`config.mk`:
```
export PLATFORM = sky130hd
export DESIGN_NAME = rs
export DESIGN_NICKNAME = d
export VERILOG_FILES = /design/src/rs_pkg.sv /design/src/rs_entry.sv /design/src/rs_alloc.sv /design/src/rs_issue_select.sv /design/src/rs.sv
export SDC_FILE = /design/constraint.sdc
export NUM_CORES = 1
export LEC_CHECK = 0
export BUFFER_PORTS_ARGS = -buffer_cell sky130_fd_sc_hd__clkbuf_2
export CAP_MARGIN = 0
export CORE_UTILIZATION = 55
export DETAILED_ROUTE_END_ITERATION = 6
export GPL_TIMING_DRIVEN = 0
export PLACE_DENSITY = 0.8
export SLEW_MARGIN = 5
export SYNTH_ARGS = -nofsm -noshare
export SYNTH_HDL_FRONTEND = slang
export SYNTH_HIERARCHICAL = 1
export SYNTH_SLANG_ARGS = --single-unit
```
`constraint.sdc`:
```
create_clock -name clock -period 4.33 [get_ports clock]
set_input_delay 0.2165 -clock clock [delete_from_list [all_inputs] [get_ports clock]]
set_output_delay 0.2165 -clock clock [all_outputs]
set_load 0.05 [all_outputs]
```
`src/rs_pkg.sv`:
```
package rs_pkg;

  //////////////////////////////////////////////////
  // Widths
  //////////////////////////////////////////////////

  // Physical register tag, 64 registers
  localparam int tag_w = 6;

  // Instruction word
  localparam int inst_w = 32;

  // Functional-unit classes served by the station
  localparam int num_fu = 5;

  //////////////////////////////////////////////////
  // Encodings
  //////////////////////////////////////////////////

  // Unit class of a dispatched instruction
  // Also the index of the per-class issue ports
  typedef enum logic [2:0] {
    fu_alu  = 3'b000,
    fu_st   = 3'b001,
    fu_ld   = 3'b010,
    fu_mult = 3'b011,
    fu_br   = 3'b100
  } fu_t;

  // ALU operation carried along with the instruction
  typedef enum logic [4:0] {
    alu_addq   = 5'h00,
    alu_subq   = 5'h01,
    alu_and    = 5'h02,
    alu_bic    = 5'h03,
    alu_bis    = 5'h04,
    alu_ornot  = 5'h05,
    alu_xor    = 5'h06,
    alu_eqv    = 5'h07,
    alu_srl    = 5'h08,
    alu_sll    = 5'h09,
    alu_sra    = 5'h0a,
    alu_mulq   = 5'h0b,
    alu_cmpeq  = 5'h0c,
    alu_cmplt  = 5'h0d,
    alu_cmple  = 5'h0e,
    alu_cmpult = 5'h0f,
    alu_cmpule = 5'h10
  } alu_func_t;

  // No-op word, also what an empty slot holds
  localparam logic [inst_w-1:0] noop_inst = 32'h47ff041f;

endpackage

```
`src/rs_entry.sv`:
```
`timescale 1ns/1ps

module rs_entry (
  input  logic                      clock,
  input  logic                      rst_n,
  // Slot control from allocator and selector
  input  logic                      load,
  input  logic                      clear,
  // Dispatched instruction
  input  logic [rs_pkg::inst_w-1:0] inst,
  input  rs_pkg::alu_func_t         func,
  input  logic [rs_pkg::tag_w-1:0]  dest_tag,
  input  logic [rs_pkg::tag_w-1:0]  t1_tag,
  input  logic                      t1_ready,
  input  logic [rs_pkg::tag_w-1:0]  t2_tag,
  input  logic                      t2_ready,
  // CDB broadcast
  input  logic                      cdb_en,
  input  logic [rs_pkg::tag_w-1:0]  cdb_tag,
  // Slot state
  output logic                      busy,
  output logic                      ready,
  output logic [rs_pkg::inst_w-1:0] slot_inst,
  output rs_pkg::alu_func_t         slot_func,
  output logic [rs_pkg::tag_w-1:0]  slot_dest,
  output logic [rs_pkg::tag_w-1:0]  slot_t1,
  output logic [rs_pkg::tag_w-1:0]  slot_t2
);

  // Per-source ready bits
  logic t1_rdy;
  logic t2_rdy;

  // CDB match on incoming tags (bypass at load)
  logic byp_t1;
  logic byp_t2;

  // CDB match on held tags (wakeup)
  logic wake_t1;
  logic wake_t2;

  assign byp_t1  = cdb_en && (cdb_tag == t1_tag);
  assign byp_t2  = cdb_en && (cdb_tag == t2_tag);
  assign wake_t1 = cdb_en && (cdb_tag == slot_t1);
  assign wake_t2 = cdb_en && (cdb_tag == slot_t2);

  //////////////////////////////////////////////////
  // Slot register
  //////////////////////////////////////////////////

  always_ff @(posedge clock or negedge rst_n) begin
    if (!rst_n) begin
      busy      <= 1'b0;
      t1_rdy    <= 1'b0;
      t2_rdy    <= 1'b0;
      slot_inst <= rs_pkg::noop_inst;
      slot_func <= rs_pkg::alu_addq;
      slot_dest <= '0;
      slot_t1   <= '0;
      slot_t2   <= '0;
    end else if (load) begin
      // Capture, a CDB hit this cycle counts as ready
      busy      <= 1'b1;
      t1_rdy    <= t1_ready | byp_t1;
      t2_rdy    <= t2_ready | byp_t2;
      slot_inst <= inst;
      slot_func <= func;
      slot_dest <= dest_tag;
      slot_t1   <= t1_tag;
      slot_t2   <= t2_tag;
    end else if (clear) begin
      // Issued, slot goes free
      busy   <= 1'b0;
      t1_rdy <= 1'b0;
      t2_rdy <= 1'b0;
    end else if (busy) begin
      // Wakeup only sets, never clears
      if (wake_t1) begin
        t1_rdy <= 1'b1;
      end
      if (wake_t2) begin
        t2_rdy <= 1'b1;
      end
    end
  end

  // Both operands available
  assign ready = busy & t1_rdy & t2_rdy;

endmodule

```
`src/rs_alloc.sv`:
```
`timescale 1ns/1ps

module rs_alloc #(
  parameter int num_alu  = 4,
  parameter int num_mult = 2,
  parameter int num_ld   = 2,
  parameter int num_st   = 2,
  parameter int num_br   = 2
) (
  input  logic                                          dispatch_en,
  input  rs_pkg::fu_t                                   fu,
  input  logic [num_alu+num_mult+num_ld+num_st+num_br-1:0] busy,
  output logic [num_alu+num_mult+num_ld+num_st+num_br-1:0] load,
  output logic                                          rs_hazard
);

  localparam int num_rs = num_alu + num_mult + num_ld + num_st + num_br;

  // Class boundaries, layout ALU, mult, load, store, branch
  localparam int mult_lo = num_alu;
  localparam int ld_lo   = mult_lo + num_mult;
  localparam int st_lo   = ld_lo + num_ld;
  localparam int br_lo   = st_lo + num_st;

  logic [num_rs-1:0] in_class;
  logic [num_rs-1:0] free;
  logic [num_rs-1:0] pick;

  //////////////////////////////////////////////////
  // Class decode
  //////////////////////////////////////////////////

  always_comb begin
    in_class = '0;
    for (int i = 0; i < num_rs; i++) begin
      case (fu)
        rs_pkg::fu_alu:  in_class[i] = (i < mult_lo);
        rs_pkg::fu_mult: in_class[i] = (i >= mult_lo) && (i < ld_lo);
        rs_pkg::fu_ld:   in_class[i] = (i >= ld_lo) && (i < st_lo);
        rs_pkg::fu_st:   in_class[i] = (i >= st_lo) && (i < br_lo);
        rs_pkg::fu_br:   in_class[i] = (i >= br_lo);
        // Unknown class owns no slots
        default:         in_class[i] = 1'b0;
      endcase
    end
  end

  // Free slots of the requested class
  assign free = in_class & ~busy;

  // Lowest set bit, one-hot
  assign pick = free & (~free + 1'b1);

  // Load only on a real dispatch
  assign load = dispatch_en ? pick : '0;

  // Nothing free in this class
  assign rs_hazard = ~|free;

endmodule

```
`src/rs_issue_select.sv`:
```
`timescale 1ns/1ps

module rs_issue_select #(
  parameter int n = 2
) (
  // Slice of this class's slots
  input  logic [n-1:0]                        ready,
  input  logic [n-1:0][rs_pkg::inst_w-1:0]    slot_inst,
  input  rs_pkg::alu_func_t [n-1:0]           slot_func,
  input  logic [n-1:0][rs_pkg::tag_w-1:0]     slot_dest,
  input  logic [n-1:0][rs_pkg::tag_w-1:0]     slot_t1,
  input  logic [n-1:0][rs_pkg::tag_w-1:0]     slot_t2,
  // Unit back-pressure
  input  logic                                fu_stall,
  // Free the issued slot
  output logic [n-1:0]                        clear,
  // Issue port to the unit
  output logic                                issue_valid,
  output logic [rs_pkg::inst_w-1:0]           issue_inst,
  output rs_pkg::alu_func_t                   issue_func,
  output logic [rs_pkg::tag_w-1:0]            issue_dest,
  output logic [rs_pkg::tag_w-1:0]            issue_t1,
  output logic [rs_pkg::tag_w-1:0]            issue_t2
);

  // One-hot of lowest ready slot
  logic [n-1:0] pick;

  assign pick = ready & (~ready + 1'b1);

  assign issue_valid = |ready;

  //////////////////////////////////////////////////
  // Payload mux
  //////////////////////////////////////////////////

  // Walk down so the lowest ready index wins
  always_comb begin
    issue_inst = '0;
    issue_func = rs_pkg::alu_addq;
    issue_dest = '0;
    issue_t1   = '0;
    issue_t2   = '0;
    for (int i = n - 1; i >= 0; i--) begin
      if (ready[i]) begin
        issue_inst = slot_inst[i];
        issue_func = slot_func[i];
        issue_dest = slot_dest[i];
        issue_t1   = slot_t1[i];
        issue_t2   = slot_t2[i];
      end
    end
  end

  // Stall keeps the slot; pick is zero when idle
  assign clear = (issue_valid && !fu_stall) ? pick : '0;

endmodule

```
`src/rs.sv`:
```
`timescale 1ns/1ps

module rs #(
  parameter int num_alu  = 4,
  parameter int num_mult = 2,
  parameter int num_ld   = 2,
  parameter int num_st   = 2,
  parameter int num_br   = 2
) (
  input  logic                                       clock,
  input  logic                                       rst_n,
  // Dispatch
  input  logic                                       dispatch_en,
  input  rs_pkg::fu_t                                fu,
  input  rs_pkg::alu_func_t                          func,
  input  logic [rs_pkg::inst_w-1:0]                  inst,
  input  logic [rs_pkg::tag_w-1:0]                   dest_tag,
  input  logic [rs_pkg::tag_w-1:0]                   t1_tag,
  input  logic                                       t1_ready,
  input  logic [rs_pkg::tag_w-1:0]                   t2_tag,
  input  logic                                       t2_ready,
  // CDB
  input  logic                                       cdb_en,
  input  logic [rs_pkg::tag_w-1:0]                   cdb_tag,
  // Per class, indexed by fu_t code
  input  logic [rs_pkg::num_fu-1:0]                  fu_stall,
  output logic                                       rs_hazard,
  output logic [rs_pkg::num_fu-1:0]                  issue_valid,
  output logic [rs_pkg::num_fu-1:0][rs_pkg::inst_w-1:0] issue_inst,
  output rs_pkg::alu_func_t [rs_pkg::num_fu-1:0]     issue_func,
  output logic [rs_pkg::num_fu-1:0][rs_pkg::tag_w-1:0] issue_dest,
  output logic [rs_pkg::num_fu-1:0][rs_pkg::tag_w-1:0] issue_t1,
  output logic [rs_pkg::num_fu-1:0][rs_pkg::tag_w-1:0] issue_t2
);

  localparam int num_rs = num_alu + num_mult + num_ld + num_st + num_br;

  // Slot layout ALU, mult, load, store, branch
  localparam int class_n [rs_pkg::num_fu] = '{num_alu, num_mult, num_ld, num_st, num_br};
  localparam int class_base [rs_pkg::num_fu] = '{
    0,
    num_alu,
    num_alu + num_mult,
    num_alu + num_mult + num_ld,
    num_alu + num_mult + num_ld + num_st
  };
  // Issue port each layout class drives
  localparam rs_pkg::fu_t class_fu [rs_pkg::num_fu] = '{
    rs_pkg::fu_alu,
    rs_pkg::fu_mult,
    rs_pkg::fu_ld,
    rs_pkg::fu_st,
    rs_pkg::fu_br
  };

  // Slot-indexed state
  logic [num_rs-1:0]                     load;
  logic [num_rs-1:0]                     clear;
  logic [num_rs-1:0]                     busy;
  logic [num_rs-1:0]                     ready;
  logic [num_rs-1:0][rs_pkg::inst_w-1:0] slot_inst;
  rs_pkg::alu_func_t [num_rs-1:0]        slot_func;
  logic [num_rs-1:0][rs_pkg::tag_w-1:0]  slot_dest;
  logic [num_rs-1:0][rs_pkg::tag_w-1:0]  slot_t1;
  logic [num_rs-1:0][rs_pkg::tag_w-1:0]  slot_t2;

  //////////////////////////////////////////////////
  // Slots
  //////////////////////////////////////////////////

  for (genvar i = 0; i < num_rs; i++) begin : g_entry
    rs_entry entry_i (
      .clock     (clock),
      .rst_n     (rst_n),
      .load      (load[i]),
      .clear     (clear[i]),
      .inst      (inst),
      .func      (func),
      .dest_tag  (dest_tag),
      .t1_tag    (t1_tag),
      .t1_ready  (t1_ready),
      .t2_tag    (t2_tag),
      .t2_ready  (t2_ready),
      .cdb_en    (cdb_en),
      .cdb_tag   (cdb_tag),
      .busy      (busy[i]),
      .ready     (ready[i]),
      .slot_inst (slot_inst[i]),
      .slot_func (slot_func[i]),
      .slot_dest (slot_dest[i]),
      .slot_t1   (slot_t1[i]),
      .slot_t2   (slot_t2[i])
    );
  end

  // Lowest free slot of the dispatching class
  rs_alloc #(
    .num_alu  (num_alu),
    .num_mult (num_mult),
    .num_ld   (num_ld),
    .num_st   (num_st),
    .num_br   (num_br)
  ) alloc_i (
    .dispatch_en (dispatch_en),
    .fu          (fu),
    .busy        (busy),
    .load        (load),
    .rs_hazard   (rs_hazard)
  );

  //////////////////////////////////////////////////
  // Per-class issue
  //////////////////////////////////////////////////

  // Each selector owns its slice of clear
  for (genvar k = 0; k < rs_pkg::num_fu; k++) begin : g_class
    rs_issue_select #(
      .n (class_n[k])
    ) select_i (
      .ready       (ready[class_base[k] +: class_n[k]]),
      .slot_inst   (slot_inst[class_base[k] +: class_n[k]]),
      .slot_func   (slot_func[class_base[k] +: class_n[k]]),
      .slot_dest   (slot_dest[class_base[k] +: class_n[k]]),
      .slot_t1     (slot_t1[class_base[k] +: class_n[k]]),
      .slot_t2     (slot_t2[class_base[k] +: class_n[k]]),
      .fu_stall    (fu_stall[class_fu[k]]),
      .clear       (clear[class_base[k] +: class_n[k]]),
      .issue_valid (issue_valid[class_fu[k]]),
      .issue_inst  (issue_inst[class_fu[k]]),
      .issue_func  (issue_func[class_fu[k]]),
      .issue_dest  (issue_dest[class_fu[k]]),
      .issue_t1    (issue_t1[class_fu[k]]),
      .issue_t2    (issue_t2[class_fu[k]])
    );
  end

endmodule

```
==> results.yml, run 1 <==
run_status:
  outcome: "complete, no violations"
detailed_routing:
  dr.pass1.iters: 7
  drt_iter0_markers: 1747
  remaining_drc_errors: 0
  wl_um: 104000
  antenna_left: 0
  num_vias: 23943
  viasPerCell: 6.21
  wl_per_cell_um: 26.9
grt:
  grt_pass1_vias: 24863
  grt_max_degree: 119
  grt_pass1_wl_um: 155000
  grt_usage: 0.325
  overflow: 0
  grt_antenna_before_repair: 6
synth:
  synth_area_um2: 34500
  syn_area_per_cell_um2: 13.7
  ys_types: 45
  synth-async-reset-ratio: 1.00
  post-synth-top-count-cell: "mux2_2"
  syn_nets: 2588
  synth-seq-cells: 696
  synthFlopType: "dfrtp_1"
  yosysSeqAreaShare: 0.513
  synth_common_cells: "mux2_2, dfrtp_1, dfstp_2"
  synth_area_leaders: "dfrtp_1, mux2_2, dfstp_2"
  synth-edff-count: 0
  synth_top_area_share: 0.348
  ys_warn_count: 6
  yosys.area.top_type: "dfrtp_1"
  syn_inst: 2513
worst_setup_path:
  crit_path_end_kind: "output pin"
  worstPathRequired_ns: 4.11
  r2r_slack_ns: 1.64
  arrival_ns: 3.16
  critPathMaxFanout: 10
  critPathLaunchType: "flop"
  path_class: "flop to output pin"
clocking:
  ctsHtreeMaxLevel: 3
  cts_buffer_depth: 3
  numClockSinks: 696
  post_cts_resized: 0
  cts_setup_buffers: 0
  cts_tree: "yes"
  cts_buffers: 74
  insertion_delay_ns: 0.63
  root_buffer: "clkbuf_16"
  clk_pin_slew_worst_paths_ns: 0.06
power_and_ir_drop:
  internal-power_mw: 18.6
  power_frac_seq: 0.450
  vdd_drop_max_mv: 0.327
  power.density_nw_per_um2: 700
  p_sw_frac: 0.341
  power_frac_clock: 0.245
  pwr-share-comb: 0.305
  leakage_nw: 17.7
  switching_power_mw: 9.63
timing:
  fin_setup_tns_ns: 0
  fin_worst_skew_ns: 0.0314
  whs_ns: 0.0414
  setup_ws_ns: 0.953
  hold_violations: 0
  fin_crit_ns: 3.38
  max_freq_ghz: 0.296
  rsz0062_at_grt: "false"
  worst_slew_pin_slew_ns: 1.11
  setup_viol: 0
  slew_headroom: 0.258
  slew_violations: 0
  period_share: 0.780
min_path:
  worstHoldPathType: "input pin to flop"
floorplanning:
  die_w_um: 252
  fp-row-count: 91
  dieArea_um2: 63700
  die_y_um: 252
  pin_count: 356
  start_util: 0.558
  coreArea_um2: 61800
finish:
  insertedDiodeCount: 0
  syn_to_final_growth_pct: 17.0
  final_nets: 3034
  final_cells: 3858
  drive_above_1_share: 0.527
placed_design:
  portBuffers: 353
  place.gp.congestion: 0.905
  post-place-ws_ns: 1.66
  post-dp-hpwl_um: 70800
  dp.cells: 3714
flow_run:
  maxCapViolations: 0
-- placed cells by master (no fill, tap or decap), types with 12 or more instances in the layout --
master and instances:
nor2b_1 61, buf_2 97, clkbuf_1 46, nor4_1 50
clkbuf_2 347, o2bb2ai_1 44, nand3_1 28, dfrtp_1 480
nor3b_1 30, buf_4 12, a21o_1 12, and4bb_2 12
clkbuf_16 76, a221oi_2 51, xnor2_1 120, xor2_1 168
buf_12 27, a21oi_1 27, inv_1 13, a22o_1 213
dfstp_2 216, bufinv_16 12, nand4_1 49, clkbuf_8 18
and3_1 12, nand2_1 33, mux2_2 660
-- routing by layer --
layer,routed length [um],track usage,up-vias
met5,56,0,-
met4,5830,0.185,8
met3,7350,0.0594,301
met2,49100,0.517,1011
met1,41400,0.421,12468
li1,-,-,10155
-- critical path, cell delays in order (launching register included) --
cell,delay [ns]
dfrtp_1,0.42
and3_1,0.48
buf_2,0.36
buf_2,0.39
a221oi_2,0.06
o2bb2ai_1,0.45
clkbuf_2,0.37
-- per-stage QoR --
stage / cell area (um^2) / util / power, mW
after floorplan: 34500 / - / 18.6
after global placement: 37300 / 0.603 / 20.6
after detailed placement: 37600 / 0.608 / 21.3
after CTS: 40400 / 0.653 / 28.3
after global routing: 40400 / 0.653 / 29.4
final: 40400 / 0.653 / 28.3
-- state kept, by name, summed over array words and instances, names as in the netlist --
signal,count
g_entry.entry_i/t1_rdy,12
g_entry.entry_i/slot_dest,72
g_entry.entry_i/t2_rdy,12
g_entry.entry_i/busy,12
g_entry.entry_i/slot_t2,72
g_entry.entry_i/slot_inst,384
g_entry.entry_i/slot_func,60
g_entry.entry_i/slot_t1,72
-- worst paths after layout --
check                      cells after the start                       startpoint                                end
setup reg to reg                               7          g_entry[0].entry_i/busy          g_entry[0].entry_i/t1_rdy
hold / removal                                 2                         inst[12]  g_entry[11].entry_i/slot_inst[12]
hold reg to reg                                1  g_entry[3].entry_i/slot_func[4]    g_entry[3].entry_i/slot_func[4]
min in group asynchronous                      2                            rst_n    g_entry[8].entry_i/slot_dest[4]
setup / recovery                               6          g_entry[0].entry_i/busy                        issue_t2[4]
max in group asynchronous                      4                            rst_n    g_entry[4].entry_i/slot_dest[5]
-- cell families after synthesis --
group / after synthesis / share of synthesized area
compound gates: 373 / 0.101
xor+xnor: 288 / 0.0732
buf+inv: 193 / 0.0408
flops: 696 / 0.513
mux: 660 / 0.216
simple gates: 303 / 0.0561
-- power groups by stage --
stage	sequential (mW)	combinational, mW	clock (mW)
finish	12.7	8.61	6.93
global route	13.1	9.08	7.27
CTS	12.6	8.61	7.01
detailed placement	12.7	8.55	0
global placement	12.4	8.18	0
floorplan	12.0	6.55	0
-- cell type report --
class                      count  area (um^2)
fill                        4473        21500
sequential                   696        17700
multi-input combinational   1624        15400
clock buffer                 106         2180
timing repair buffer         370         2140
buffer                       180         1360
tap                          837         1050
clock inverter                32          504
inverter                      13         48.8
-- what timing repair did --
action / 4_1_cts / 5_1_grt
setup endpoints to repair: 0 / 0
hold endpoints to repair: 50 / 0
hold buffers: 6 / 0
Power figures use the tool's default switching activity.
==> run 2, diff against run 1 <==
Clock period 4.33 ns to 3.4 ns, I/O delays scaled along.
==> run 2 against run 1 <==
  * First-iteration DRC count rose by 2.1%
  * Non-clock buffer count rose by 18
  * Hold slack got worse by 0.022 ns
  * Clock-buffer cell count did not move
  * Total power rose by 27%
  * Combinational power rose by 28%
  * Setup slack got worse by 0.87 ns
  * Critical endpoint is now issue_dest[5]
  * Largest cell class unchanged
==> results.yml, run 2 (same netlist as run 1, synthesis figures left out) <==
grt:
  overflow: 0
  grt_usage: 0.326
  grt_pass1_vias: 24962
  grt_antenna_before_repair: 6
  grt_max_degree: 119
  grt_pass1_wl_um: 155000
worst_setup_path:
  worst_path_most_repeated_cell: "buf_2"
  crit_path_end_kind: "output pin"
  crit-reg2reg-launch: "g_entry[0].entry_i/busy"
  ff2ff_path_depth: 7
  critPathLaunchType: "flop"
  path_cells: "and3_1, buf_2, buf_2, a221oi_1, o2bb2ai_1, clkbuf_2"
  r2r-end: "g_entry[0].entry_i/t1_rdy"
  cpMaxStageDelayCell: "and3_1"
  arrival_ns: 3.15
  path_class: "flop to output pin"
  cpPeakStageDelay_ns: 0.48
  critical_path_buf_inv_count: 3
  critPathMaxFanout: 10
  worstPathRequired_ns: 3.23
  cp_top_family: "buffers and inverters"
  r2r_slack_ns: 0.71
timing:
  rsz0062_at_grt: "false"
  slew_violations: 0
  whs_ns: 0.0197
  max_freq_ghz: 0.301
  fin_setup_tns_ns: 0
  period_share: 0.976
  hold_violations: 0
  setup_viol: 0
  fin_worst_skew_ns: 0.0295
  worst_slew_pin_slew_ns: 1.14
  fin_crit_ns: 3.32
  slew_headroom: 0.242
finish:
  final_cells: 3876
  multi_input_area_um2: 15400
  final_cell_mix: "mux2_2, dfrtp_1, clkbuf_2"
  final_common_cell: "mux2_2"
  final_nets: 3052
  largest_reg_flops: 384
  regMostFlops: "g_entry.entry_i/slot_inst"
  syn_to_final_growth_pct: 17.6
  seqCellArea_um2: 17700
  insertedDiodeCount: 0
  drive_above_1_share: 0.524
  fillers: 4451
detailed_routing:
  wl_per_cell_um: 26.8
  antenna_left: 0
  remaining_drc_errors: 0
  wl_um: 104000
  drt_iter0_markers: 1783
  dr.pass1.iters: 5
  viasPerCell: 6.20
  num_vias: 24021
placed_design:
  dp.cells: 3714
  place.gp.congestion: 0.905
  portBuffers: 353
  post-dp-hpwl_um: 70800
clocking:
  post_cts_resized: 0
  cts_setup_buffers: 0
  numClockSinks: 696
  clk_pin_slew_worst_paths_ns: 0.06
  cts_buffers: 74
  insertion_delay_ns: 0.63
  hold_buffers: 24
  cts_tree: "yes"
  cts_buffer_depth: 3
  ctsHtreeMaxLevel: 3
  root_buffer: "clkbuf_16"
min_path:
  worstHoldPathType: "input pin to flop"
  hold_end: "g_entry[11].entry_i/slot_inst[14]"
  min_path_cells: 2
  min_from: "inst[14]"
power_and_ir_drop:
  vdd_drop_max_mv: 0.415
  p_total_mw: 36.0
  leakage_nw: 17.8
  power.density_nw_per_um2: 888
floorplanning:
  coreArea_um2: 61800
  pin_count: 356
  dieArea_um2: 63700
  die_w_um: 252
  start_util: 0.558
  die_y_um: 252
  fp-row-count: 91
flow_run:
  maxCapViolations: 0
run_status:
  outcome: "complete, no violations"
-- run 2: cell types whose count changed in the layout (fill, tap and decap cells not counted) --
cell / previous run / this run
dlygate4sd3_1: 6 / 24
-- run 2: layout make-up --
class | instances | share of cell area
sequential | 696 | 0.436
multi-input combinational | 1624 | 0.380
timing repair buffer | 388 | 0.0571
clock buffer | 106 | 0.0539
buffer | 180 | 0.0335
tap | 837 | 0.0258
clock inverter | 32 | 0.0124
inverter | 13 | 0.00120
-- run 2: per-layer routing --
layer	wire, um	GRT usage	vias up
met3	7200	0.0596	304
met1	41500	0.421	12528
met4	6230	0.193	8
li1	-	-	10189
met2	48900	0.515	992
met5	56	0	-
-- run 2: worst max-delay path by stage --
| stage | startpoint | to | slack (ns) | cells past startpoint |
|---|---|---|---|---|
| after floorplan | g_entry[1].entry_i/busy | issue_dest[0] | 1.27 | 7 |
| after global routing | g_entry[0].entry_i/busy | issue_t2[4] | 0.07 | 6 |
| after detailed placement | g_entry[0].entry_i/busy | issue_dest[5] | 0.77 | 6 |
| after CTS | g_entry[0].entry_i/busy | issue_dest[5] | 0.12 | 6 |
| final | g_entry[0].entry_i/busy | issue_dest[5] | 0.08 | 6 |
| after global placement | rst_n | g_entry[10].entry_i/slot_dest[5] | -12.89 | 1 |
-- run 2: report_power, final --
part	switching, mW	internal (mW)	leakage, nW
Combinational	5.98	5.00	8.26
Sequential	2.88	13.3	8.25
Clock	3.40	5.41	1.32
Total	12.3	23.7	17.8
-- run 2: metrics by stage --
stage / area, um^2 / util / setup slack [ns]
6_report: 40500 / 0.656 / 0.0803
3_5_place_dp: 37600 / 0.608 / 0.773
4_1_cts: 40500 / 0.656 / 0.118
5_1_grt: 40500 / 0.656 / 0.0707
3_3_place_gp: 37300 / 0.603 / -12.89
2_1_floorplan: 34500 / - / 1.27
==> run 3, diff against run 2 <==
Clock period 3.4 ns to 3.8 ns, I/O delays scaled along.
==> run 3 against run 2 <==
  * Highest routed layer unchanged
  * Setup slack better by 0.38 ns
  * Clock-buffer cell count unchanged
  * Largest cell class unchanged
  * Clock power down 10%
==> results.yml, run 3 (same netlist as run 1, synthesis figures left out) <==
timing:
  slew_headroom: 0.241
  max_freq_ghz: 0.299
  period_share: 0.879
  whs_ns: 0.0240
  hold_violations: 0
  fin_worst_skew_ns: 0.0300
  worst_slew_pin_slew_ns: 1.14
  rsz0062_at_grt: "false"
  setup_viol: 0
  slew_violations: 0
  fin_crit_ns: 3.34
grt:
  grt_antenna_before_repair: 6
  grt_usage: 0.326
  grt_max_degree: 119
  overflow: 0
  grt_pass1_wl_um: 155000
  grt_pass1_vias: 24911
power_and_ir_drop:
  leakage_nw: 17.8
  vdd_drop_max_mv: 0.375
  pwr-share-comb: 0.305
  switching_power_mw: 11.0
  p_total_mw: 32.2
  power.density_nw_per_um2: 796
  power_frac_seq: 0.450
  power_frac_clock: 0.245
  internal-power_mw: 21.2
  p_sw_frac: 0.341
floorplanning:
  dieArea_um2: 63700
  pin_count: 356
  die_y_um: 252
  fp-row-count: 91
  coreArea_um2: 61800
  start_util: 0.558
  die_w_um: 252
detailed_routing:
  antenna_left: 0
  drt_iter0_markers: 1850
  dr.pass1.iters: 7
  wl_per_cell_um: 26.8
  remaining_drc_errors: 0
  num_vias: 23969
  viasPerCell: 6.20
  wl_um: 104000
clocking:
  cts_tree: "yes"
  insertion_delay_ns: 0.63
  ctsHtreeMaxLevel: 3
  cts_buffer_depth: 3
  root_buffer: "clkbuf_16"
  numClockSinks: 696
  clk_pin_slew_worst_paths_ns: 0.06
  cts_buffers: 74
finish:
  insertedDiodeCount: 0
  final_nets: 3042
  final_common_cell: "mux2_2"
  final_cell_mix: "mux2_2, dfrtp_1, clkbuf_2"
  syn_to_final_growth_pct: 17.3
  largest_reg_flops: 384
  regMostFlops: "g_entry.entry_i/slot_inst"
  drive_above_1_share: 0.526
worst_setup_path:
  crit_path_end_kind: "output pin"
  arrival_ns: 3.15
  critPathMaxFanout: 10
  worstPathRequired_ns: 3.61
  cpMaxStageDelayCell: "and3_1"
  cpPeakStageDelay_ns: 0.47
  path_cells: "and3_1, buf_2, buf_2, a221oi_2, o2bb2ai_1, clkbuf_2"
  critPathLaunchType: "flop"
  path_class: "flop to output pin"
  worst_path_most_repeated_cell: "buf_2"
min_path:
  worstHoldPathType: "input pin to flop"
placed_design:
  place.gp.congestion: 0.905
  post-dp-hpwl_um: 70800
  portBuffers: 353
run_status:
  outcome: "complete, no violations"
flow_run:
  maxCapViolations: 0
==> run 3: cell count changes in the layout (fill, tap and decap cells not counted) <==
cell	delta
dlygate4sd3_1	-10
==> run 3: power groups by stage <==
stage	clock network (mW)	registers, mW	logic (mW)
CTS	7.99	14.4	9.81
global route	8.29	14.9	10.4
detailed placement	0	14.5	9.74
floorplan	0	13.7	7.47
global placement	0	14.2	9.32
finish	7.90	14.5	9.81
==> run 3: what timing repair did <==
| item | 4_1_cts | 5_1_grt |
|---|---|---|
| setup endpoints to repair | 0 | 0 |
| hold endpoints to repair | 104 | 0 |
| hold buffers | 14 | 0 |
| gates resized for setup | 0 | 0 |
| buffers inserted | 0 | 0 |
==> run 3: routing by layer <==
metal	vias to the layer above	GRT usage	part of all wire
met5	-	0	0.00054
met4	8	0.190	0.059
met3	301	0.0594	0.068
met2	966	0.515	0.47
met1	12513	0.421	0.40
li1	10181	-	-
==> run 3: worst paths after layout <==
check,cells past startpoint,end,from,slack [ns]
worst max-delay path,6,issue_t2[4],g_entry[0].entry_i/busy,0.46
worst min-delay path,2,g_entry[11].entry_i/slot_inst[11],inst[11],0.02
worst max register to register,7,g_entry[0].entry_i/t1_rdy,g_entry[0].entry_i/busy,1.12
worst min register to register,1,g_entry[7].entry_i/slot_inst[9],g_entry[7].entry_i/slot_inst[9],0.51
max in group asynchronous,4,g_entry[4].entry_i/slot_dest[5],rst_n,2.05
min in group asynchronous,2,g_entry[8].entry_i/slot_dest[3],rst_n,0.16
==> run 3: metrics by stage <==
step,setup WS (ns),instance area [um^2],util,instances,setup TNS (ns)
finish,0.460,40400,0.654,3866,0
global route,0.451,40400,0.654,3866,0
CTS,0.498,40400,0.654,3866,0
detailed placement,1.15,37600,0.608,3714,0
global placement,-12.51,37300,0.603,3703,-7615.47
floorplan,1.65,34500,-,2513,0
==> run 3: area by class of cell <==
type | count | area [um^2]
Buffer | 180 | 1360
Fill cell | 4460 | 21400
Sequential cell | 696 | 17700
Clock buffer | 106 | 2180
Multi-Input combinational cell | 1624 | 15400
Tap cell | 837 | 1050
Clock inverter | 32 | 504
Inverter | 13 | 48.8
Timing Repair Buffer | 378 | 2220
==> run 3: worst max-delay path, delay by kind of cell, from the launching register on <==
family / cells / cell delay (ns)
flip-flops: 1 / 0.42
AO/OA/AOI/OAI: 2 / 0.50
buffers and inverters: 3 / 1.12
AND/OR/NAND/NOR: 1 / 0.47
